$ cat src/digit_pkg.sv
package digit_pkg;

    // ============================================================
    // image and score sizes
    // ============================================================

    // the raw image is 52 by 52 and the network sees 28 by 28.
    localparam int SRC_SIDE   = 52;
    localparam int DST_SIDE   = 28;
    localparam int SRC_PIXELS = SRC_SIDE * SRC_SIDE;
    localparam int NUM_PIXELS = DST_SIDE * DST_SIDE;

    localparam int NUM_CLASSES = 10;
    localparam int PIX_IDX_W   = 10;
    localparam int WEIGHT_W    = 8;
    localparam int SCORE_W     = 32;
    localparam int CLASS_W     = 4;

    // ============================================================
    // control states of the top level
    // ============================================================

    localparam int STATE_W = 2;

    localparam logic [STATE_W-1:0] ST_WAIT    = 2'd0;
    localparam logic [STATE_W-1:0] ST_CAPTURE = 2'd1;
    localparam logic [STATE_W-1:0] ST_PROCESS = 2'd2;
    localparam logic [STATE_W-1:0] ST_FIN     = 2'd3;

    // ============================================================
    // weight rule
    // ============================================================

    // the weight of a pixel for a class is a fixed arithmetic mix of both indices.
    // only the low byte is kept, and it is read as a two's complement number.
    function automatic logic signed [WEIGHT_W-1:0] weight_of(
        input logic [CLASS_W-1:0]   cls,
        input logic [PIX_IDX_W-1:0] idx
    );
        int unsigned p;
        int unsigned c;
        int unsigned sum;
        p   = idx;
        c   = cls;
        sum = p * 7 + c * 59 + (p / 8) * c;
        return WEIGHT_W'(sum);
    endfunction

endpackage

$ cat src/pixel_streamer.sv
`timescale 1ns/1ps

module pixel_streamer (
    input  logic                             clk,
    input  logic                             rst,
    input  logic                             go,
    input  logic [digit_pkg::NUM_PIXELS-1:0] image,
    output logic                             pixel_valid,
    output logic                             pixel,
    output logic [digit_pkg::PIX_IDX_W-1:0]  pixel_index,
    output logic                             first,
    output logic                             last
);

    localparam logic [digit_pkg::PIX_IDX_W-1:0] LAST_IDX =
        digit_pkg::PIX_IDX_W'(digit_pkg::NUM_PIXELS - 1);

    // ============================================================
    // walk state
    // ============================================================

    logic                            busy;
    logic [digit_pkg::PIX_IDX_W-1:0] idx;
    logic [digit_pkg::PIX_IDX_W-1:0] cur_idx;
    logic                            active;

    // go starts the walk at index 0 in the same edge, so the first
    // beat is on the outputs the cycle after go.
    assign active  = go | busy;
    assign cur_idx = go ? '0 : idx;

    always_ff @(posedge clk) begin
        if (rst) begin
            busy <= 1'b0;
            idx  <= '0;
        end else if (go) begin
            busy <= 1'b1;
            idx  <= digit_pkg::PIX_IDX_W'(1);
        end else if (busy) begin
            if (idx == LAST_IDX) begin
                busy <= 1'b0;
                idx  <= '0;
            end else begin
                idx <= idx + 1'b1;
            end
        end
    end

    // ============================================================
    // registered beat
    // ============================================================

    always_ff @(posedge clk) begin
        if (rst) begin
            pixel_valid <= 1'b0;
            first       <= 1'b0;
            last        <= 1'b0;
        end else begin
            pixel_valid <= active;
            first       <= active & (cur_idx == '0);
            last        <= active & (cur_idx == LAST_IDX);
        end
    end

    // the pixel and its index only mean something while pixel_valid is high.
    always_ff @(posedge clk) begin
        if (active) begin
            pixel       <= image[cur_idx];
            pixel_index <= cur_idx;
        end
    end

endmodule

$ cat config.mk
export PLATFORM = sky130hd
export DESIGN_NAME = pixel_streamer
export DESIGN_NICKNAME = d
export VERILOG_FILES = /design/src/digit_pkg.sv /design/src/pixel_streamer.sv
export SDC_FILE = /design/constraint.sdc
export NUM_CORES = 1
export LEC_CHECK = 0
export CAP_MARGIN = 40
export CORE_AREA = 2 2 311 313
export DETAILED_ROUTE_END_ITERATION = 7
export DIE_AREA = 0 0 313 315
export DONT_BUFFER_PORTS = 1
export MAX_ROUTING_LAYER = met4
export RECOVER_POWER = 100
export SETUP_SLACK_MARGIN = 0.3
export SKIP_LAST_GASP = 1
export SLEW_MARGIN = 20
export SYNTH_ARGS = -nofsm -noshare
export SYNTH_HDL_FRONTEND = slang
export SYNTH_SLANG_ARGS = --single-unit
$ cat constraint.sdc
create_clock -name clk -period 3.7 [get_ports clk]
set_input_delay 0.555 -clock clk [delete_from_list [all_inputs] [get_ports clk]]
set_output_delay 0.555 -clock clk [all_outputs]
set_load 0.02 [all_outputs]
; Word-level counts from Yosys, hierarchy flattened
; Index checks and enable logic that the tools add are counted.
[word_totals]
elab_cells = 27
output_inout_bits = 14
input_bits = 787
register_bits = 25
[classes]
n_bitwise = 3
n_addsub = 1
order_cmp = 1
mux = 9
eq_ne = 2
reduce_logical = 3
[ops]
columns = operator, n
row1 = equality test 10 bit (second input constant), 2
row2 = 2-to-1 mux 10 bit, 2
row3 = < comparator 10 x 11 -> 1 bit (second input constant), 1
row4 = adder 10 x 1 -> 10 bit (second input constant), 1
row5 = binary-select mux 1 bit (select 10 bit), 1
row6 = zero test 10 bit, 1
row7 = 2-to-1 mux 1 bit, 6
row8 = AND 1 bit, 2
row9 = nonzero test 2 bit, 1
row10 = OR reduction 2 bit, 1
row11 = OR 1 bit, 1

; Logic depth before layout (Yosys ltp)
[logic_depth]
word_depth = 4
depth_mapped = 13
ltp_nobuf = 9

; Least setup slack after synthesis
; OpenSTA, ideal clock, no wires.
[synth_timing]
path_type = input to register
start = in go
end = reg pixel, data pin
path_slack_ns = 0.950
path_stages = 10
n_path_buf = 2
arrival_time_ns = 2.474
setup_time_ns = 0.277
required_ns = 3.423
path_cell_list = nand2b_4 -> buf_6 -> buf_8 -> mux4_2 -> a2111oi_2 -> nor3_1 -> o21ai_1 -> o311ai_1 -> a2111oi_1 -> a221oi_1
[synth_via]
elab_chain_cells = 3
[synth_lines]
columns = item, line_no
row1 = start: declaration, pixel_streamer.sv:6  ; input logic go,
row2 = 2-to-1 mux 10 bit, pixel_streamer.sv:30  ; assign cur_idx = go ? '0 : idx;
row3 = binary-select mux 1 bit (select 10 bit), pixel_streamer.sv:68  ; pixel <= image[cur_idx];
row4 = 2-to-1 mux 1 bit (implied by the code), pixel_streamer.sv:68
row5 = end signal: assignment, pixel_streamer.sv:68
row6 = end: declaration, pixel_streamer.sv:9  ; output logic pixel,
; Every way passes these cells. The select of a mux whose other input is x is not followed.
; A chain may end at the register's enable or synchronous reset.

; Worst setup path in the final report
[layout_timing]
start = reg idx[0] (netlist bit)
end = reg pixel, data pin
[layout_via]
elab_chain_cells = 3
[layout_lines]
columns = item, line_no
row1 = start: declaration, pixel_streamer.sv:23  ; logic [digit_pkg::PIX_IDX_W-1:0] idx;
row2 = start signal: assignment, pixel_streamer.sv:38  ; idx <= digit_pkg::PIX_IDX_W'(1);
row3 = start signal: assignment, pixel_streamer.sv:44  ; idx <= idx + 1'b1;
row4 = 2-to-1 mux 10 bit, pixel_streamer.sv:30
row5 = binary-select mux 1 bit (select 10 bit), pixel_streamer.sv:68
row6 = 2-to-1 mux 1 bit (implied by the code), pixel_streamer.sv:68
; Every way passes these cells. The select of a mux whose other input is x is not followed.

==> results.cfg <==
[detailed_routing]
drc = 0
first_iter_violations = 814
wl_um = 84720
via_count = 10190
routedWlPerCell_um = 35.68
viasPerCell = 4.292
dr.pass1.iters = 6
drtAntennaViolNets = 0

[pwr]
power.leakage_nw = 3.405
irDropWorstVdd_v = 0.0001451
power_mw = 1.466
powerDensity_mw_per_mm2 = 139.4

[layout]
drive_gt1_frac = 0.2259
fin_area_mm2 = 0.01052
area_delta_synth_final_pct = 29.07
utilization = 0.1099
nets = 1847
fin_cells = 2374

[sta]
layout_setup_ws_ps = 260.9
final-max-slew-violation-count = 0
tns_ps = 0
whs_ps = 332.7
max_freq_mhz = 290.8
finalClockSkew_ps = 4.225
finalSetupViolCount = 0
final_hold_viol_count = 0
relSlewSlack = 0.3317
rsz0062_at_grt = no
min_period_over_period = 0.9295
tightestPinTransition_ps = 1001
period_minus_slack_ps = 3439

[placement]
place_ws_ps = -105.5
dpl_cell_area_mm2 = 0.01019
port_buffers = 0
place_congestion = 0.9980
hpwl_um = 73020
place_inst = 2325

[min_path]
min_path_type = in -> reg
holdPathStages = 1

[logic_synthesis]
yosys_warnings = 0
synth_area_mm2 = 0.008148
synth.top_cell.area_share = 0.2113
synth_cell_types = 79
synthDominantAreaCellType = mux2i_1
avgSynthCellArea_um2 = 7.842
async_flop_share = 0
synth_seq_cells = 25
ys_seq_area_frac = 0.07494
ys.flop_type = dfxtp_1
ys_top_cells_by_area = mux2i_1 21%, mux4_2 7.2%, nand2_1 4.6%
synth-edff-count = 11
syn_inst = 1039
synth_fp_nets = 1827

[clocking]
h-tree-depth = 1
cts_tree = done
root_buffer = clkbuf_16
clk_path_buf_depth = 2
clk_pin_slew_ps = 80
cts_hold_buf = 0
clock-sinks = 25
clock_latency_ps = 280
numCtsBuffers = 3

[floorplanning]
ios = 801
dieArea_mm2 = 0.09860
core.rowCount = 114
die_w_um = 313
die_h_um = 315
core_area_mm2 = 0.09571
start_util = 0.08513

[worst_setup_path]
r2r_cells = 9
cp_data_required_time_ps = 3810
path_max_fanout = 8
start_kind = flop
end_kind = flop
path_class = reg -> reg
cp.arrival_ps = 3550

[run_status]
run_status = completed

[grt]
grt_pass1_wl_um = 104800
grt_pass1_vias = 10390
antenna_found_initial = 44
grtUsageTotal = 0.1662
grt_max_degree = 53
gr-total-overflow = 0

[run]
max_cap_violations = 0
## worst max-delay path, stage by stage (launching register included)
cell       delay [ps]
dfxtp_4           440
nand2b_4          110
inv_1             730
buf_4             330
nand2_1            70
a21oi_1           270
a2111oi_0         160
o31a_1            270
or4_1             570
a221oi_1          290
## power by group
group	internal, mW	switching (mW)
Combinational	0.357	0.499
Sequential	0.299	0.0294
Clock	0.151	0.131
Total	0.806	0.660
## worst paths after layout
| kind | from | to | slack [ps] |
|---|---|---|---|
| setup / recovery | idx[0] | pixel | 260 |
| hold / removal | rst | busy | 330 |
| setup reg to reg | idx[0] | pixel | 260 |
| hold reg to reg | idx[8] | idx[8] | 530 |
## per-layer routing
layer  up-vias  part of all wire  global-route usage
met2       724              0.50              0.2931
met4         0             0.049             0.07742
met3       162             0.058             0.02322
li1       4314                 -                   -
met1      4990              0.39              0.1848
met5         -                 0                   -
## repair_timing
action | 4_1_cts | 5_1_grt
pin swaps | 1 | 2
gates resized for setup | 21 | 10
buffers inserted | 3 | 2
endpoints found under the hold margin | 0 | 0
setup endpoints to repair | 1 | 1
## synth_stat cells, drive strengths merged, types with 16 or more instances
| master | number |
|---|---|
| a21oi | 67 |
| mux2i | 172 |
| mux2 | 33 |
| a22oi | 20 |
| o21ai | 68 |
| o221ai | 34 |
| clkbuf | 24 |
| nand2 | 100 |
| a221oi | 23 |
| buf | 94 |
| o22ai | 57 |
| a211oi | 41 |
| nor2 | 34 |
| a31oi | 21 |
| mux4 | 27 |
| nor3 | 16 |
## state kept, by name, summed over array words and instances (netlist names)
| signal | flops |
|---|---|
| pixel | 1 |
| last | 1 |
| pixel_index | 10 |
| busy | 1 |
| pixel_valid | 1 |
| first | 1 |
| idx | 10 |
## layout make-up
class / count / area [um^2]
multi-input combinational: 884 / 6917
antenna: 40 / 100.1
sequential: 25 / 621.8
timing repair buffer: 133 / 1145
clock buffer: 3 / 75.07
clock inverter: 1 / 8.758
tap: 1276 / 1597
inverter: 12 / 52.55
fill: 11107 / 85190
## cell families (layout without fill, tap and decap cells)
group	Yosys count	in the layout	synth area share
and+or+nand+nor	228	228	0.1364
adders and majority gates	1	1	0.001535
other	0	40	0
buffers and inverters	130	149	0.09336
xor gates and xnor gates	1	1	0.001075
AOI/OAI and AO/OA	422	422	0.3607
muxes	232	232	0.3320
DFF	25	25	0.07494
## placed cells by master, fill, tap and decap left out, types with 4 or more instances in the layout
master and n:
o22ai_1 57, nand2_1 99, buf_12 10, buf_6 5
nor4b_1 4, o22a_1 4, diode_2 40, buf_4 109
mux4_2 26, o31ai_1 4, and2_1 14, and3_1 6
o221a_2 5, o21ai_1 7, a21oi_1 66, mux2i_1 170
a221oi_1 21, edfxtp_1 11, nand3_1 12, nor2_1 30
o21ai_0 59, nor2b_1 11, clkbuf_1 4, inv_1 6
a311oi_1 7, a31oi_1 20, o221ai_1 31, nand2b_4 4
o21a_1 5, a32oi_1 9, o211ai_1 9, a222oi_1 8
a211oi_1 41, nor3_1 16, mux2_2 32, dfxtp_1 11
a211o_1 10, a22oi_1 19
(Power assumes the default switching activity.)
