### src/digit_pkg.sv
package digit_pkg;

    // ============================================================
    // image and score sizes
    // ============================================================

    // the raw image is 52 by 52 and the network sees 28 by 28.
    localparam int SRC_SIDE   = 52;
    localparam int DST_SIDE   = 28;
    localparam int SRC_PIXELS = SRC_SIDE * SRC_SIDE;
    localparam int NUM_PIXELS = DST_SIDE * DST_SIDE;

    localparam int NUM_CLASSES = 10;
    localparam int PIX_IDX_W   = 10;
    localparam int WEIGHT_W    = 8;
    localparam int SCORE_W     = 32;
    localparam int CLASS_W     = 4;

    // ============================================================
    // control states of the top level
    // ============================================================

    localparam int STATE_W = 2;

    localparam logic [STATE_W-1:0] ST_WAIT    = 2'd0;
    localparam logic [STATE_W-1:0] ST_CAPTURE = 2'd1;
    localparam logic [STATE_W-1:0] ST_PROCESS = 2'd2;
    localparam logic [STATE_W-1:0] ST_FIN     = 2'd3;

    // ============================================================
    // weight rule
    // ============================================================

    // the weight of a pixel for a class is a fixed arithmetic mix of both indices.
    // only the low byte is kept, and it is read as a two's complement number.
    function automatic logic signed [WEIGHT_W-1:0] weight_of(
        input logic [CLASS_W-1:0]   cls,
        input logic [PIX_IDX_W-1:0] idx
    );
        int unsigned p;
        int unsigned c;
        int unsigned sum;
        p   = idx;
        c   = cls;
        sum = p * 7 + c * 59 + (p / 8) * c;
        return WEIGHT_W'(sum);
    endfunction

endpackage

### src/score_argmax.sv
`timescale 1ns/1ps

module score_argmax (
    input  logic                                 clk,
    input  logic                                 rst,
    input  logic                                 last,
    input  logic                                 pixel_valid,
    input  logic signed [digit_pkg::SCORE_W-1:0] score_0,
    input  logic signed [digit_pkg::SCORE_W-1:0] score_1,
    input  logic signed [digit_pkg::SCORE_W-1:0] score_2,
    input  logic signed [digit_pkg::SCORE_W-1:0] score_3,
    input  logic signed [digit_pkg::SCORE_W-1:0] score_4,
    input  logic signed [digit_pkg::SCORE_W-1:0] score_5,
    input  logic signed [digit_pkg::SCORE_W-1:0] score_6,
    input  logic signed [digit_pkg::SCORE_W-1:0] score_7,
    input  logic signed [digit_pkg::SCORE_W-1:0] score_8,
    input  logic signed [digit_pkg::SCORE_W-1:0] score_9,
    output logic [digit_pkg::CLASS_W-1:0]        number,
    output logic                                 finish
);

    logic signed [digit_pkg::SCORE_W-1:0] scores [digit_pkg::NUM_CLASSES];

    assign scores[0] = score_0;
    assign scores[1] = score_1;
    assign scores[2] = score_2;
    assign scores[3] = score_3;
    assign scores[4] = score_4;
    assign scores[5] = score_5;
    assign scores[6] = score_6;
    assign scores[7] = score_7;
    assign scores[8] = score_8;
    assign scores[9] = score_9;

    // ============================================================
    // search for the largest score
    // ============================================================

    logic [digit_pkg::CLASS_W-1:0]        best_idx;
    logic signed [digit_pkg::SCORE_W-1:0] best_val;

    // strict compare from class 0 upward, so a tie keeps the lower class.
    always_comb begin
        best_idx = '0;
        best_val = scores[0];
        for (int i = 1; i < digit_pkg::NUM_CLASSES; i++) begin
            if (scores[i] > best_val) begin
                best_idx = digit_pkg::CLASS_W'(i);
                best_val = scores[i];
            end
        end
    end

    // ============================================================
    // result registers
    // ============================================================

    logic last_d;

    // the scores settle one edge after the last beat, hence the delay.
    always_ff @(posedge clk) begin
        if (rst) begin
            last_d <= 1'b0;
            finish <= 1'b0;
            number <= '0;
        end else begin
            last_d <= last & pixel_valid;
            finish <= last_d;
            if (last_d) begin
                number <= best_idx;
            end
        end
    end

endmodule

### config.mk
export PLATFORM = sky130hd
export DESIGN_NAME = score_argmax
export DESIGN_NICKNAME = d
export VERILOG_FILES = /design/src/digit_pkg.sv /design/src/score_argmax.sv
export SDC_FILE = /design/constraint.sdc
export NUM_CORES = 1
export LEC_CHECK = 0
export BUFFER_PORTS_ARGS = -buffer_cell sky130_fd_sc_hd__buf_4
export CAP_MARGIN = 0
export CORE_MARGIN = 4
export CORE_UTILIZATION = 30
export CTS_BUF_LIST = sky130_fd_sc_hd__clkbuf_4 sky130_fd_sc_hd__clkbuf_8
export CTS_CLUSTER_DIAMETER = 50
export CTS_CLUSTER_SIZE = 14
export DETAILED_ROUTE_END_ITERATION = 8
export HOLD_SLACK_MARGIN = 0.03
export PLACE_DENSITY = 0.55
export SETUP_SLACK_MARGIN = 0.2
export SYNTH_ARGS = -nofsm -noshare
export SYNTH_HDL_FRONTEND = slang
export SYNTH_SLANG_ARGS = --single-unit
export TNS_END_PERCENT = 100
### constraint.sdc
create_clock -name clk -period 63 [get_ports clk]
set_clock_uncertainty 0.05 [all_clocks]
set_input_delay 6.3 -clock clk [delete_from_list [all_inputs] [get_ports clk]]
set_output_delay 6.3 -clock clk [all_outputs]
set_load 0.05 [all_outputs]
After elaboration in Yosys (flattened, before gate mapping). Cells that the tools add are included.

Bits in registers: 6. Bits of input ports: 324. Output and inout port bits: 5. Word-level logic and storage cells: 30.

$lt $le $gt $ge: 9. Mux-type cells: 17. Bitwise logic cells: 1.

Operator list (count): $gt 32x32->1 (9); $mux 32 (8); $mux 4 (8); $and 1x1->1 (1); $mux 1 (1).

Depth between registers and ports, before layout.
Depth in word-level cells: 18. Gate-level depth with buffers: 150. Gate-level depth less buffers: 135.

Worst setup path after synthesis. No wires, ideal clock.

Path kind: input-to-reg. From: input score_0[31] (netlist name). To: register number[2] (netlist name). Setup time: 0.058 ns. Data arrival time: 31.307 ns. Required time: 62.892 ns. Path slack: 31.585 ns. Stages on the path: 147. Path buffers: 16. Cell sequence: inv_1 > ha_1 > buf_4 > nand4_4 > nor3_1 > a211o_1 > o21ai_1 > a32o_1 > clkbuf_1 > clkbuf_1 > mux2i_1 > ha_1 > a21o_1 > a21o_1 > a2111oi_0 > nor3_1 > or4_1 > nor4_2 > [111 not listed] > ha_1 > nor2b_1 > o21ai_0 > nand2b_1 > a21oi_1 > nor2b_1 > o21ai_0 > nand2b_1 > a21oi_1 > nor2b_1 > o21ai_0 > nand2_1 > a2111oi_0 > mux2i_1 > o21ai_0 > nand2b_1 > o21ai_0 > o21a_1.

Longest elaborated chain between the ends: 18. Elaborated cells on any way between the ends: 24. Classes of those cells: 9 x order compare; 15 x mux.

RTL lines: start, declared (RTL line score_argmax.sv:8) `input logic signed [digit_pkg::SCORE_W-1:0] score_0,`; $gt 32x32->1 (RTL line score_argmax.sv:47) `if (scores[i] > best_val) begin`; $mux 32 (*) (RTL line score_argmax.sv:47); $gt 32x32->1 (RTL line score_argmax.sv:47); $mux 32 (*) (RTL line score_argmax.sv:47); $gt 32x32->1 (RTL line score_argmax.sv:47); $mux 32 (RTL line score_argmax.sv:47); $gt 32x32->1 (RTL line score_argmax.sv:47); $mux 32 (RTL line score_argmax.sv:47); [2 not listed]; $gt 32x32->1 (RTL line score_argmax.sv:47); $mux 32 (RTL line score_argmax.sv:47); $gt 32x32->1 (RTL line score_argmax.sv:47); $mux 32 (RTL line score_argmax.sv:47); $gt 32x32->1 (RTL line score_argmax.sv:47); $mux 32 (RTL line score_argmax.sv:47); $gt 32x32->1 (RTL line score_argmax.sv:47); $mux 4 (*) (RTL line score_argmax.sv:47); end signal, assigned (RTL line score_argmax.sv:70) `number <= best_idx;`; end, declared (RTL line score_argmax.sv:18) `output logic [digit_pkg::CLASS_W-1:0] number,`.

Every way passes the cells marked *; elsewhere a longest branch is shown, timed or not. A chain may end at the register's enable or synchronous reset.

Worst setup path in the final report. Ends and elaborated chain as after synthesis.

==> impl_metrics.csv <==
group,metric,value,unit
status,status,"finished, final reports clean",
synth,yosysWarningCount,0,
global_route,grt_pass1_wl,64.8,mm
timing,final_max_slew_viol_count,0,
timing,finalSetupViolations,0,
synth,synth_edf_count,0,
synth,syn_area,0.0111,mm²
clock_network,cts.clk_slew.worst_paths,0.05,ns
setup_path,crit_arrival,34.78,ns
finish,area_growth,26.5,%
placement,placed_area,0.0140,mm²
finish,fin_area,0.0141,mm²
synth,muxShareOfSynthArea,0.0996,
clock_network,cts_sinks,6,
setup_path,crit_path_max_incr_delay,0.65,ns
synth,synth_fa_ha_area_frac,0.312,
global_route,grt_pass1_vias,12200,
finish,multi_input_area,0.0102,mm²
synth,synth.top_cell.area_share,0.311,
synth,ys_top_cells_by_area,"ha_1 31%, a21oi_1 6.4%, mux2i_1 5.9%, o21ai_0 5.4%, inv_1 4.8%",
global_route,grt_overflow,0,
synth,yosys.area_share.simple,0.240,
finish,drive_above_1_share,0.221,
clock_network,clock_path_buffers,2,
synth,synth_top_area_cell,"ha_1",
timing,finalCritPeriodShare,0.550,
synth,synth_xor_area_frac,0.0110,
setup_path,critPathKind,"in -> reg",
synth,synth_ff_type,"dfxtp_1",
route,drc,0,
setup_path,cp_common_cell,"a21o_1",
finish,ff_latch_area,120,µm²
setup_path,critPathBufInv,11,
placement,dp.cells,2306,
route,drtIter0Drc,592,
floorplan,ios,329,
floorplan,placementRows,70,
finish,fillers,3921,
synth,synth_compound_gate_area_share,0.255,
setup_path,r2r_setup_slack,61.74,ns
setup_path,critPathLaunchType,"input pin",
synth,seq_area_frac_synth,0.0108,
timing,worstMarginPinSlew,0.990,ns
synth,postSynthAreaPerCell,7.11,µm²
finish,final_core_util,0.384,
clock_network,cts-root-buf,"clkbuf_8",
global_route,grt_usage,0.194,
placement,gp_congestion,0.934,
timing,fmax,28.9,MHz
route,ant_nets,0,
floorplan,die_h,201,µm
timing,rsz0062_at_grt,"false",
global_route,grt_max_degree,68,
clock_network,htree_levels,1,
clock_network,cts_resized,0,
timing,slew-limit-headroom,0.340,
finish,final_cells,2313,
setup_path,crit_fanout,67,
global_route,antenna_found_initial,5,
placement,hpwl,37.0,mm
synth,syn_inst,1564,
floorplan,die-area,0.0402,mm²
floorplan,fp.coreArea,0.0366,mm²
route,vias,12300,
timing,setup-tns-final,0,ns
synth,synth-async-reset-ratio,0,
timing,final-hold-violation-count,0,
floorplan,start_util,0.304,
setup_path,required,63.12,ns
setup_path,cpLargestDelayFamily,"compound AO/OA/AOI/OAI gates",
finish,final_nets,2443,
clock_network,cts_tree,"yes",
synth,synth_top_family_by_area,"adder cells",
floorplan,die_w,201,µm
clock_network,cts_buffers,3,
clock_network,insertion_delay,0.23,ns
route,via_per_inst,5.30,
setup_path,worstSetupEndpointType,"flip-flop",
placement,port-buffer-count,328,
flow_run,drv_cap,0,
route,first_pass_iters,7,
route,wl_per_cell,17.9,µm
clock_network,holdBufCountCts,0,
clock_network,cts_setup_buffers,0,
hold_path,hold_path_class,"reg -> reg",
synth,synth_cell_type_count,77,
route,wl,41.4,mm
synth,synth_nets,2164,
setup_path,slowest_stage,"a2111oi_0",
timing,fin_crit,34.66,ns
synth,ys_ff_latch,6,
cell families (layout without fill, tap and decap cells):
kind of cell / Yosys count / after routing
fa+ha+maj: 278 / 278
mux: 105 / 105
flops: 6 / 6
simple gates: 498 / 498
xor+xnor: 14 / 14
buf+inv: 206 / 483
compound gates: 457 / 457
other cells: 0 / 4
metal layers:
metal  part of all wire  GRT usage
met2               0.46      0.335
met3              0.042     0.0221
met4              0.012     0.0288
met5            0.00031          0
met1               0.48      0.267
layout make-up:
cell class | count | area share
multi-input combinational | 1352 | 0.728
timing repair buffer | 338 | 0.180
tap | 468 | 0.0417
inverter | 142 | 0.0379
sequential | 6 | 0.00854
clock buffer | 3 | 0.00294
antenna | 4 | 0.000712
sequential cells by signal (all words and copies together), names as in the netlist:
name and cells:
last_d 1, number 4, finish 1
synth_stat cells, types with 4 or more instances:
master     instances
dfxtp_1            6
nor3_1            16
buf_2             10
xnor2_1            9
nor2b_1           48
clkbuf_1          50
a2111oi_0          5
nor4_2             6
nand2_1           86
a221oi_1           5
o211ai_1           8
and4_1             7
nand2b_1          67
o31ai_1           35
a32o_1             4
inv_1            142
nor2_1           116
ha_1             276
nand4_1           57
and3_1            41
a21o_1            52
mux2i_1           66
o21a_1            10
or3_1              6
o21ai_0          121
nor4_1            11
mux2_2            37
nand3_1           17
o21ai_1           23
a211oi_1           9
xor2_1             5
a21oi_1          143
worst reg2reg max path: cells and delay by family (launching register included):
kind / cells / cell delay (ns)
flops: 1 / 0.43
compound gates: 3 / 0.48
simple gates: 1 / 0.23
cells in the final DEF, fill, tap and decap left out, types with 3 or more instances in the layout:
master     count
buf_4        338
ha_1         276
a21oi_1      143
inv_1        142
o21ai_0      121
nor2_1       116
nand2_1       86
nand2b_1      67
mux2i_1       66
nand4_1       57
a21o_1        51
nor2b_1       48
and3_1        40
mux2_2        37
o31ai_1       35
o21ai_1       23
nand3_1       17
nor3_1        16
o21a_1        10
nor4_1        10
a211oi_1       9
xnor2_1        9
o211ai_1       8
nor4_2         7
and4_1         7
or3_1          6
dfxtp_1        6
xor2_1         5
a2111oi_0      5
a221oi_1       5
diode_2        4
a211o_1        3
or2_2          3
or4_1          3
o31a_1         3
a32o_1         3
and2_1         3
clkbuf_8       3
stage by stage:
step | setup slack, ns | hold WS (ns)
floorplan | 31.59 | 0.429
global placement | 28.93 | 0.400
CTS | 28.45 | 0.414
detailed placement | 28.32 | 0.406
finish | 28.34 | 0.420
global route | 25.34 | 0.455
worst paths after layout:
kind | startpoint | to | cells after the start
setup / recovery | score_0[31] | number[2] | 139
hold / removal | number[1] | number[1] | 2
setup reg to reg | last_d | number[2] | 4
hold reg to reg | number[1] | number[1] | 2
Power is left out: the tool's default activity adds up to more than one toggle a clock period on the data nets, which glitch-free logic cannot reach.
