File: config.mk
export PLATFORM = sky130hd
export DESIGN_NAME = class_neuron
export DESIGN_NICKNAME = d
export VERILOG_FILES = /design/src/digit_pkg.sv /design/src/class_neuron.sv
export SDC_FILE = /design/constraint.sdc
export NUM_CORES = 1
export LEC_CHECK = 0
export ABC_AREA = 1
export BUFFER_PORTS_ARGS = -buffer_cell sky130_fd_sc_hd__buf_4
export CELL_PAD_IN_SITES_DETAIL_PLACEMENT = 0
export CELL_PAD_IN_SITES_GLOBAL_PLACEMENT = 2
export CORE_ASPECT_RATIO = 0.6
export CORE_MARGIN = 3
export CORE_UTILIZATION = 32
export CTS_BUF_LIST = sky130_fd_sc_hd__clkbuf_4
export DETAILED_ROUTE_END_ITERATION = 10
export PLACE_DENSITY = 0.91
export SYNTH_ARGS = -nofsm -noshare
export SYNTH_HDL_FRONTEND = slang
export SYNTH_SLANG_ARGS = --single-unit
File: constraint.sdc
create_clock -name clk -period 4.1 [get_ports clk]
set_input_delay 0.41 -clock clk [delete_from_list [all_inputs] [get_ports clk]]
set_output_delay 0.41 -clock clk [all_outputs]
set_load 0.05 [all_outputs]
File: src/digit_pkg.sv
package digit_pkg;

    // ============================================================
    // image and score sizes
    // ============================================================

    // the raw image is 52 by 52 and the network sees 28 by 28.
    localparam int SRC_SIDE   = 52;
    localparam int DST_SIDE   = 28;
    localparam int SRC_PIXELS = SRC_SIDE * SRC_SIDE;
    localparam int NUM_PIXELS = DST_SIDE * DST_SIDE;

    localparam int NUM_CLASSES = 10;
    localparam int PIX_IDX_W   = 10;
    localparam int WEIGHT_W    = 8;
    localparam int SCORE_W     = 32;
    localparam int CLASS_W     = 4;

    // ============================================================
    // control states of the top level
    // ============================================================

    localparam int STATE_W = 2;

    localparam logic [STATE_W-1:0] ST_WAIT    = 2'd0;
    localparam logic [STATE_W-1:0] ST_CAPTURE = 2'd1;
    localparam logic [STATE_W-1:0] ST_PROCESS = 2'd2;
    localparam logic [STATE_W-1:0] ST_FIN     = 2'd3;

    // ============================================================
    // weight rule
    // ============================================================

    // the weight of a pixel for a class is a fixed arithmetic mix of both indices.
    // only the low byte is kept, and it is read as a two's complement number.
    function automatic logic signed [WEIGHT_W-1:0] weight_of(
        input logic [CLASS_W-1:0]   cls,
        input logic [PIX_IDX_W-1:0] idx
    );
        int unsigned p;
        int unsigned c;
        int unsigned sum;
        p   = idx;
        c   = cls;
        sum = p * 7 + c * 59 + (p / 8) * c;
        return WEIGHT_W'(sum);
    endfunction

endpackage

File: src/class_neuron.sv
`timescale 1ns/1ps

module class_neuron #(
    parameter int CLASS_ID = 0
) (
    input  logic                                  clk,
    input  logic                                  rst,
    input  logic                                  pixel_valid,
    input  logic                                  pixel,
    input  logic [digit_pkg::PIX_IDX_W-1:0]       pixel_index,
    input  logic                                  first,
    output logic signed [digit_pkg::SCORE_W-1:0]  score
);

    localparam int EXT_W = digit_pkg::SCORE_W - digit_pkg::WEIGHT_W;

    // ============================================================
    // weight of the current beat
    // ============================================================

    logic signed [digit_pkg::WEIGHT_W-1:0] weight;
    logic signed [digit_pkg::SCORE_W-1:0]  weight_ext;
    logic signed [digit_pkg::SCORE_W-1:0]  contrib;

    // the weight is recomputed for every beat from the class and index.
    assign weight = digit_pkg::weight_of(digit_pkg::CLASS_W'(CLASS_ID), pixel_index);

    assign weight_ext = {{EXT_W{weight[digit_pkg::WEIGHT_W-1]}}, weight};

    // a clear pixel adds nothing.
    assign contrib = pixel ? weight_ext : '0;

    // ============================================================
    // accumulator
    // ============================================================

    // the first beat of an image replaces whatever the last image left.
    always_ff @(posedge clk) begin
        if (rst) begin
            score <= '0;
        end else if (pixel_valid) begin
            if (first) begin
                score <= contrib;
            end else begin
                score <= score + contrib;
            end
        end
    end

endmodule

### Word-level counts from Yosys, hierarchy flattened

Index checks and enable logic that the tools add are counted.

| word-level totals | value |
|---|---|
| input bits | 15 |
| flip-flop bits (word level) | 32 |

| cells by class | value |
|---|---|
| add/subtract/negate cells | 1 |
| multiply operators | 1 |
| multiplexer cells | 2 |

Operators by type and width:

| kind | count |
|---|---|
| $mux W32 | 2 |
| $add A32 B32 Y32 | 1 |
| $mul A10 B3 Y8 const B | 1 |

### Logic depth before layout (Yosys ltp)

Gate-level depths: netlist (run 1).

| logic depth | value |
|---|---|
| depth in word-level cells | 4 |
| mapped depth | 23 |
| mapped depth without buffers | 23 |

### Worst setup path after synthesis (run 1)

No wires, ideal clock.

| timing path | value |
|---|---|
| kind | input -> register |
| start point | input port pixel_index[3] (netlist bit) |
| end point | register score[29] (netlist bit) |
| stages | 21 |
| library setup time | 0.067 ns |
| buffers on the path | 0 |
| required time | 4.033 ns |
| arrival | 3.174 ns |
| setup slack | 0.859 ns |
| cell sequence | fa_1 -> ha_1 -> nand2_2 -> inv_2 -> nand2_1 -> nand3_1 -> nand2_1 -> nand3_2 -> inv_2 -> ha_1 -> nand2_1 -> inv_1 -> a21oi_1 -> nor2_1 -> nor2_1 -> nand2_1 -> nand2_1 -> nand2_1 -> nand2_1 -> nand3_1 -> a21oi_2 |

| between the ends | value |
|---|---|
| word-level cells in the longest chain between the ends | 4 |

Ends and longest elaborated chain:

| element | RTL line | RTL |
|---|---|---|
| from (decl) | class_neuron.sv:10 | `input logic [digit_pkg::PIX_IDX_W-1:0] pixel_index,` |
| $mul A10 B3 Y8 * | digit_pkg.sv:45 | `sum = p * 7 + c * 59 + (p / 8) * c;` |
| $mux W32 * | class_neuron.sv:31 | `assign contrib = pixel ? weight_ext : '0;` |
| $add A32 B32 Y32 | class_neuron.sv:45 | `score <= score + contrib;` |
| $mux W32 * | class_neuron.sv:42 | `if (first) begin` |
| to (signal assigned) | class_neuron.sv:43 | `score <= contrib;` |
| to (signal assigned) | class_neuron.sv:45 |  |
| to (decl) | class_neuron.sv:12 | `output logic signed [digit_pkg::SCORE_W-1:0] score` |

Every way passes the cells marked *; elsewhere a longest branch is shown, timed or not.
A chain may end at the register's enable or synchronous reset.

### Final worst setup path (run 1)

| timing path | value |
|---|---|
| start point | input port pixel_index[2] (netlist bit) |
| end point | register score[23] (netlist bit) |

The elaborated chain is that of the path after synthesis.

==> impl_metrics.tcl, run 1 <==
set metrics [dict create \
    place_congestion 0.893 \
    timing.critical_path.mode_cell "nand2_1" \
    dpl.hpwl_mm 10.6 \
    die_w_um 151 \
    post_cts_buffers 0 \
    syn_to_final_growth_pct 13.3 \
    clkLatencyLatePin_ns 0.36 \
    end_kind "register" \
    final_util 0.375 \
    critical_path.slowest_cell "fa_1" \
    cts_made_buffers 5 \
    grt-ovfl-total 0 \
    fin_setup_tns_ns 0 \
    regMostFlops "score" \
    grt_max_degree 37 \
    avgSynthCellArea_sq_um 5.96 \
    maxCapViolations 0 \
    period_share 0.912 \
    comb_power_share 0.615 \
    status "complete, no violations" \
    layout-drive-gt1-share 0.146 \
    rows 31 \
    critPathMaxStageDelay_ns 0.48 \
    worst_slack_ns 0.362 \
    fmax_mhz 268 \
    post-synth-top-count-cell "nand2_1" \
    cts_sinks 32 \
    p_leak_nw 2.47 \
    synth_common_cells "nand2_1 (197), inv_1 (104), nor2_1 (60)" \
    power.share.clock 0.138 \
    p_int_uw 704 \
    grt_usage 0.194 \
    grt_first_pass_wirelength_mm 21.1 \
    peakVddDrop_mv 0.126 \
    drc 0 \
    syn_nets 733 \
    start_util 0.331 \
    post-place-ws_ns 0.0386 \
    die-area_sq_mm 0.0140 \
    clkSlewWorstSetupHoldPaths_ns 0.13 \
    antenna_left 0 \
    p_switching_uw 805 \
    pwr_density_cell_mw_per_mm2 332 \
    drv_slew 0 \
    vias 4338 \
    fill_cells 1373 \
    async_reset_ff_frac 0 \
    hp-class "in2reg" \
    die_h_um 92.8 \
    antenna_found_initial 0 \
    root_buffer "clkbuf_4" \
    yosysTopAreaCellShare 0.184 \
    ys.warnings.count 0 \
    core-area_sq_mm 0.0121 \
    crit_required_ns 4.41 \
    rsz0062_at_grt "false" \
    wl_mm 13.2 \
    io_buffer_count 44 \
    synth.yosys.seq_area_share 0.160 \
    synth_cells 674 \
    syn_area_sq_mm 0.00402 \
    fin_nets 776 \
    worstPathCellList "buf_4 -> fa_1 -> ha_1 -> nand2_1 -> inv_1 -> nand3_1 -> nand3_1 -> nand2_1 -> nand3_2 -> inv_2 -> ha_1 -> a21oi_1 -> nand2_1 -> a21oi_1 -> nand2_1 -> nand2_1 -> nand3_1 -> nand2_1 -> nand3_1 -> a21oi_2" \
    tightestPinTransition_ns 0.970 \
    cp-start-kind "input pin" \
    synth.distinct_cells 40 \
    grt_pass1_vias 3921 \
    ys_ff_latch 32 \
    p_sw_frac 0.533 \
    diodes 0 \
    avgRoutedWirePerCell_um 15.0 \
    seqPwrFrac 0.248 \
    ys.flop_type "dfxtp_1" \
    ctsHtreeMaxLevel 2 \
    arrival_ns 4.05 \
    relSlewSlack 0.353 \
    setup_violations 0 \
    cts_tree "done" \
    fin_worst_skew_ns 0.00731 \
    finalCriticalPeriod_ns 3.74 \
    largestRegisters "score (32)" \
    yosysTopAreaCell "nand2_1" \
    largest_reg_flops 32 \
    vias_per_cell 4.91 \
    hold_buffers 0 \
    postCtsResizedCells 0 \
    cts.path.max_buffers 2 \
    drtIter0Drc 332 \
    synthTopCellsByArea "nand2_1 (18%), dfxtp_1 (16%), ha_1 (12%)" \
    ioPinCount 47 \
    hold_viol 0 \
    timing_worst_setup_path_type "in2reg" \
    dr.pass1.iters 5 \
    synth_edf_count 0 \
    cp_max_fo 25 \
]
-- path summary, 6_finish.rpt --
| kind | to | slack, ns | from | depth (start not counted) |
|---|---|---|---|---|
| setup / recovery | score[23] | 0.36 | pixel_index[2] | 20 |
| hold / removal | score[5] | 0.26 | rst | 2 |
| hold reg to reg | score[5] | 0.50 | score[5] | 2 |
| setup reg to reg | score[26] | 1.77 | score[0] | 15 |
-- kinds of logic (layout without fill, tap and decap cells) --
logic type,count (synthesis),after routing,synth area share
adders and majority gates,44,44,0.150
buffers and inverters,126,170,0.129
xor gates and xnor gates,7,7,0.0153
AOI/OAI and AO/OA,127,127,0.190
DFF,32,32,0.160
and+or+nand+nor,338,338,0.357
-- metrics by stage --
step	area, sq um	hold WS, ns	cells	power, mW
2_1_floorplan	4020	0.479	674	1.04
3_3_place_gp	4500	0.485	875	1.28
3_5_place_dp	4500	0.485	875	1.29
4_1_cts	4550	0.239	883	1.51
5_1_grt	4550	0.226	883	1.64
6_report	4550	0.259	883	1.51
-- layout make-up --
cell class | instances | area, sq um | share of cell area
well taps | 165 | 206 | 0.0454
flip-flops and latches | 32 | 641 | 0.141
inverters | 113 | 427 | 0.0937
clock buffers | 5 | 37.5 | 0.00825
clock inverters | 3 | 13.8 | 0.00302
multi-input cells | 516 | 2860 | 0.628
repair buffers | 49 | 368 | 0.0808
-- worst max-delay path: cells and delay by family --
kind,cells,cell delay (ns)
simple gates,11,1.10
compound gates,3,0.63
fa+ha+maj,3,1.26
buf+inv,3,0.64
-- cells in the final DEF, fill, tap and decap left out, types with 7 or more instances in the layout --
master / instances
a21oi_1: 42
nand4_1: 8
dfxtp_1: 32
fa_1: 7
nand2_2: 8
ha_1: 37
inv_2: 7
a21oi_2: 21
buf_4: 49
nor2_1: 60
o21ai_0: 48
nand3_1: 44
nand2_1: 197
inv_1: 104
-- per-layer routing --
metal | track usage | share of wire | vias up
met5 | 0 | 0 | -
met4 | 0.0279 | 0.0063 | 0
met3 | 0.0416 | 0.076 | 8
met2 | 0.246 | 0.35 | 125
met1 | 0.324 | 0.57 | 1961
li1 | - | - | 2244
-- power by group through the flow --
stage	Combinational, mW	Sequential, mW	Clock, mW
after floorplan	0.563	0.480	0
final	0.928	0.374	0.208
after CTS	0.917	0.374	0.218
after global routing	1.03	0.378	0.231
after detailed placement	0.912	0.381	0
after global placement	0.902	0.380	0
Note: power is estimated with default switching activity, not from simulation.
==> inputs of run 2 (changes only) <==
--- a/config.mk
+++ b/config.mk
@@ -14,6 +14,7 @@
 export CORE_UTILIZATION = 32
 export CTS_BUF_LIST = sky130_fd_sc_hd__clkbuf_4
 export DETAILED_ROUTE_END_ITERATION = 10
+export GPL_TIMING_DRIVEN = 0
 export PLACE_DENSITY = 0.91
 export SYNTH_ARGS = -nofsm -noshare
 export SYNTH_HDL_FRONTEND = slang
==> run 2 against run 1 <==
  * Utilization up 0.41 points
  * Largest cell class unchanged
  * Register-to-register slack hardly changed
  * Maximum frequency is 1.0% lower
  * Clock-buffer cell count up 2
  * Hold slack got worse by 0.0042 ns
  * Largest power group unchanged
==> impl_metrics.tcl, run 2 (synthesis results as in run 1) <==
set metrics [dict create \
    die-area_sq_mm 0.0140 \
    p_switching_uw 815 \
    rsz0062_at_grt "false" \
    root_buffer "clkbuf_4" \
    cts.path.max_buffers 2 \
    cts_tree "done" \
    cts_sinks 32 \
    final_util 0.379 \
    setup_violations 0 \
    timing_worst_setup_path_type "in2reg" \
    regMostFlops "score" \
    largestRegisters "score (32)" \
    vias_per_cell 4.97 \
    fin_worst_skew_ns 0.0107 \
    post_cts_buffers 0 \
    hold_viol 0 \
    use_met3 0.0469 \
    core-area_sq_mm 0.0121 \
    grt_most_used_layer "met1" \
    hp-class "in2reg" \
    r2r_cells 14 \
    drc 0 \
    grt_usage 0.208 \
    grt_pass1_vias 4016 \
    relSlewSlack 0.517 \
    grtUsageMet2 0.256 \
    cp_max_fo 4 \
    seqPwrFrac 0.242 \
    period_share 0.921 \
    ff2ff_setup_slack_ns 1.76 \
    drtIter0Drc 373 \
    ioPinCount 47 \
    p_int_uw 723 \
    pwr_density_cell_mw_per_mm2 334 \
    grt_max_degree 26 \
    ctsHtreeMaxLevel 2 \
    finalCriticalPeriod_ns 3.78 \
    power.share.clock 0.145 \
    comb_power_share 0.613 \
    die_h_um 92.8 \
    cts_made_buffers 5 \
    place_congestion 0.910 \
    layout-drive-gt1-share 0.142 \
    grtUsageMet1 0.354 \
    largest_reg_flops 32 \
    end_kind "register" \
    start_util 0.331 \
    rows 31 \
    fin_setup_tns_ns 0 \
    status "complete, no violations" \
    tightestPinTransition_ns 0.725 \
    antenna_found_initial 1 \
    dpl.hpwl_mm 11.4 \
    clkSlewWorstSetupHoldPaths_ns 0.13 \
    maxCapViolations 0 \
    avgRoutedWirePerCell_um 15.9 \
    p_sw_frac 0.530 \
    grt-ovfl-total 0 \
    crit_required_ns 4.41 \
    drv_slew 0 \
    grt_first_pass_wirelength_mm 22.2 \
    wl_mm 14.2 \
    syn_to_final_growth_pct 14.6 \
    p_leak_nw 2.48 \
    vias 4432 \
    arrival_ns 4.09 \
    final_common_cell "nand2_1" \
    fin_nets 782 \
    hold_depth 2 \
    io_buffer_count 42 \
    clkLatencyLatePin_ns 0.37 \
    final_cell_mix "nand2_1 (197), inv_1 (104), nor2_1 (60), o21ai_0 (48), nand3_1 (44)" \
    peakVddDrop_mv 0.130 \
    fmax_mhz 265 \
    dr.pass1.iters 5 \
    worst_slack_ns 0.323 \
    post-place-ws_ns 0.00764 \
    cp-start-kind "input pin" \
    die_w_um 151 \
    antenna_left 0 \
]
[run 2: per-layer routing]
metal / wire (um) / vias to the layer above
li1: - / 2259
met1: 8110 / 2013
met2: 4920 / 153
met3: 1100 / 7
met4: 76 / 0
met5: 0 / -
[run 2: through the flow]
step / cell area (sq um) / power, mW / hold WS, ns / std cells
finish: 4600 / 1.54 / 0.255 / 891
global route: 4600 / 1.66 / 0.225 / 891
CTS: 4590 / 1.54 / 0.230 / 889
detailed placement: 4540 / 1.30 / 0.486 / 881
global placement: 4540 / 1.29 / 0.484 / 881
floorplan: 4020 / 1.04 / 0.479 / 674
[run 2: cell type report]
type                       count  area [sq um]
multi-input combinational    516          2860
timing repair buffer          42           315
buffer                        13          90.1
inverter                     113           429
clock inverter                 1          3.75
fill                        1363          7540
tap                          165           206
clock buffer                   7          52.6
sequential                    32           641
antenna                        2          5.00
[run 2: worst paths after layout]
path	start	to
setup / recovery	pixel_index[0]	score[19]
hold / removal	rst	score[5]
setup reg to reg	score[0]	score[26]
hold reg to reg	score[5]	score[5]
[run 2: power by group through the flow]
stage          clock, mW  sequential, mW  combinational, mW
3_5_place_dp           0           0.379              0.922
5_1_grt            0.247           0.376               1.04
4_1_cts            0.237           0.372              0.927
2_1_floorplan          0           0.480              0.563
6_report           0.224           0.372              0.942
3_3_place_gp           0           0.378              0.914
[run 2: critical path, cell delays in order]
cell	delay [ns]
buf_4	0.13
fa_1	0.54
ha_1	0.20
inv_1	0.10
fa_1	0.36
inv_1	0.10
nand3_1	0.07
nand2_1	0.08
o21ai_0	0.07
a21oi_1	0.37
ha_1	0.38
nand2_1	0.16
inv_1	0.05
a21oi_1	0.17
nand2_2	0.14
nand2_1	0.08
nand2_1	0.13
nand3_1	0.16
nand2_1	0.07
nand2_1	0.06
nand3_1	0.09
a21oi_2	0.15
[run 2: repair_timing]
action	in CTS	in global routing
setup endpoints to repair	0	1
gates resized for setup	0	2
hold buffers	0	0
==> inputs of run 3 (changes only) <==
--- a/config.mk
+++ b/config.mk
@@ -11,11 +11,11 @@
 export CELL_PAD_IN_SITES_GLOBAL_PLACEMENT = 2
 export CORE_ASPECT_RATIO = 0.6
 export CORE_MARGIN = 3
-export CORE_UTILIZATION = 32
+export CORE_UTILIZATION = 29
 export CTS_BUF_LIST = sky130_fd_sc_hd__clkbuf_4
 export DETAILED_ROUTE_END_ITERATION = 10
 export GPL_TIMING_DRIVEN = 0
-export PLACE_DENSITY = 0.91
+export PLACE_DENSITY = 0.87
 export SYNTH_ARGS = -nofsm -noshare
 export SYNTH_HDL_FRONTEND = slang
 export SYNTH_SLANG_ARGS = --single-unit
==> constraint.sdc (replaced) <==
create_clock -name clk -period 3.4 [get_ports clk]
set_input_delay 0.34 -clock clk [delete_from_list [all_inputs] [get_ports clk]]
set_output_delay 0.34 -clock clk [all_outputs]
set_load 0.05 [all_outputs]
==> run 3 against run 2 <==
  * Combinational power up 65%
  * Via count increased by 4.7%
  * First-iteration DRC count fell by 24%
  * Largest cell class unchanged
  * Largest power group unchanged
  * Highest routed layer unchanged
==> impl_metrics.tcl, run 3 (synthesis results as in run 1) <==
set metrics [dict create \
    io_buffer_count 42 \
    grt-ovfl-total 0 \
    fin_nets 805 \
    cts_made_buffers 5 \
    syn_to_final_growth_pct 37.5 \
    drc 0 \
    cp-start-kind "input pin" \
    cts.path.max_buffers 2 \
    die-area_sq_mm 0.0153 \
    drtIter0Drc 285 \
    post-place-ws_ns -0.702 \
    status "complete, no violations" \
    p_total_mw 2.26 \
    finalCriticalPeriod_ns 3.32 \
    critPathMaxStageDelay_ns 0.59 \
    timing.critical_path.mode_cell "nand2_1" \
    pwr_density_cell_mw_per_mm2 409 \
    rows 32 \
    root_buffer "clkbuf_4" \
    fmax_mhz 302 \
    grt_pass1_vias 4085 \
    vias 4640 \
    grt_max_degree 26 \
    die_h_um 97.2 \
    hold_viol 0 \
    largest_reg_flops 32 \
    stdcell_count 914 \
    period_share 0.975 \
    cp-startpoint "pixel_index[3]" \
    hold_start "rst" \
    layout-drive-gt1-share 0.329 \
    cp_max_fo 7 \
    dpl.hpwl_mm 11.7 \
    setup_violations 0 \
    antenna_found_initial 0 \
    antenna_left 0 \
    ctsHtreeMaxLevel 2 \
    hp-class "in2reg" \
    clkSlewWorstSetupHoldPaths_ns 0.12 \
    arrival_ns 3.63 \
    drv_slew 0 \
    cts_sinks 32 \
    dr.pass1.iters 5 \
    rsz0062_at_grt "true" \
    cts_tree "done" \
    critical_path.slowest_cell "fa_2" \
    wl_mm 15.8 \
    place_congestion 0.912 \
    worst_slack_ns 0.0835 \
    fill_cells 1384 \
    largestRegisters "score (32)" \
    vias_per_cell 5.08 \
    fin_worst_skew_ns 0.0287 \
    dp_cells 886 \
    peakVddDrop_mv 0.146 \
    end_kind "register" \
    ioPinCount 47 \
    grt_usage 0.189 \
    final_cell_mix "nand2_1 (161), inv_1 (102), buf_4 (60), o21ai_0 (45), a21oi_2 (44)" \
    timing.rr.start "score[0]" \
    grt_first_pass_wirelength_mm 22.8 \
    core-area_sq_mm 0.0132 \
    start_util 0.305 \
    clkLatencyLatePin_ns 0.39 \
    relSlewSlack 0.445 \
    tightestPinTransition_ns 0.833 \
    timing_worst_setup_path_type "in2reg" \
    crit_required_ns 3.72 \
    avgRoutedWirePerCell_um 17.3 \
    maxCapViolations 0 \
    final_common_cell "nand2_1" \
    diodes 0 \
    p_leak_nw 2.68 \
    regMostFlops "score" \
    die_w_um 158 \
]
==> run 3: cell types whose count changed in the layout (fill, tap and decap cells not counted), moves of 5 or more <==
| cell | delta |
|---|---|
| a21oi_1 | -25 |
| buf_4 | +17 |
| ha_2 | +5 |
| nand2_4 | +7 |
| nand2_2 | +29 |
| ha_1 | -29 |
| ha_4 | +24 |
| a21oi_2 | +23 |
| nor2_4 | +6 |
| nand2_1 | -36 |
| nor2_2 | +13 |
| nor2_1 | -19 |
==> run 3: final timing paths <==
kind,slack (ns),depth (start not counted),to
worst min-delay path,0.19,2,score[6]
worst min register to register,0.54,2,score[6]
worst max-delay path,0.08,25,score[31]
worst max register to register,1.00,14,score[26]
==> run 3: where the power goes <==
part           switching [mW]  leakage [nW]  internal, mW
Combinational           0.957          2.39         0.597
Clock                   0.174        0.0230        0.0695
Sequential             0.0502         0.265         0.413
==> run 3: metrics by stage <==
| step | setup TNS (ns) | utilization | hold WS (ns) | area, sq um |
|---|---|---|---|---|
| final | 0 | 0.419 | 0.187 | 5520 |
| after global routing | -0.348 | 0.419 | 0.194 | 5520 |
| after CTS | 0 | 0.350 | 0.178 | 4610 |
| after detailed placement | -13.25 | 0.345 | 0.485 | 4540 |
| after global placement | -13.14 | 0.345 | 0.483 | 4540 |
| after floorplan | 0 | - | 0.409 | 4020 |
==> run 3: metal layers <==
metal,vias to the layer above,routed length [um],GRT usage
met5,-,0,0
met4,0,161,0.0291
met2,145,5900,0.239
li1,2311,-,-
met1,2171,8560,0.320
met3,13,1210,0.0392
==> run 3: repair_timing <==
| action | CTS | global route |
|---|---|---|
| setup buffers | 0 | 21 |
| gates cloned | 0 | 2 |
| resized for setup | 8 | 158 |
| endpoints found under the setup margin | 24 | 25 |
| hold buffers | 0 | 0 |
| pin swaps | 0 | 40 |
==> run 3: cell type report <==
class,count,area (sq um),area share
inverters,113,439,0.0795
repair inverters,2,27.5,0.00498
repair buffers,63,523,0.0947
clock buffers,5,37.5,0.00680
multi-input cells,516,3550,0.643
plain buffers,13,90.1,0.0163
well taps,170,213,0.0385
flip-flops and latches,32,641,0.116
==> run 3: critical path: cells and delay by family <==
| kind | cells | cell delay, ns |
|---|---|---|
| compound gates | 2 | 0.21 |
| fa+ha+maj | 3 | 1.13 |
| simple gates | 15 | 1.39 |
| buf+inv | 5 | 0.55 |
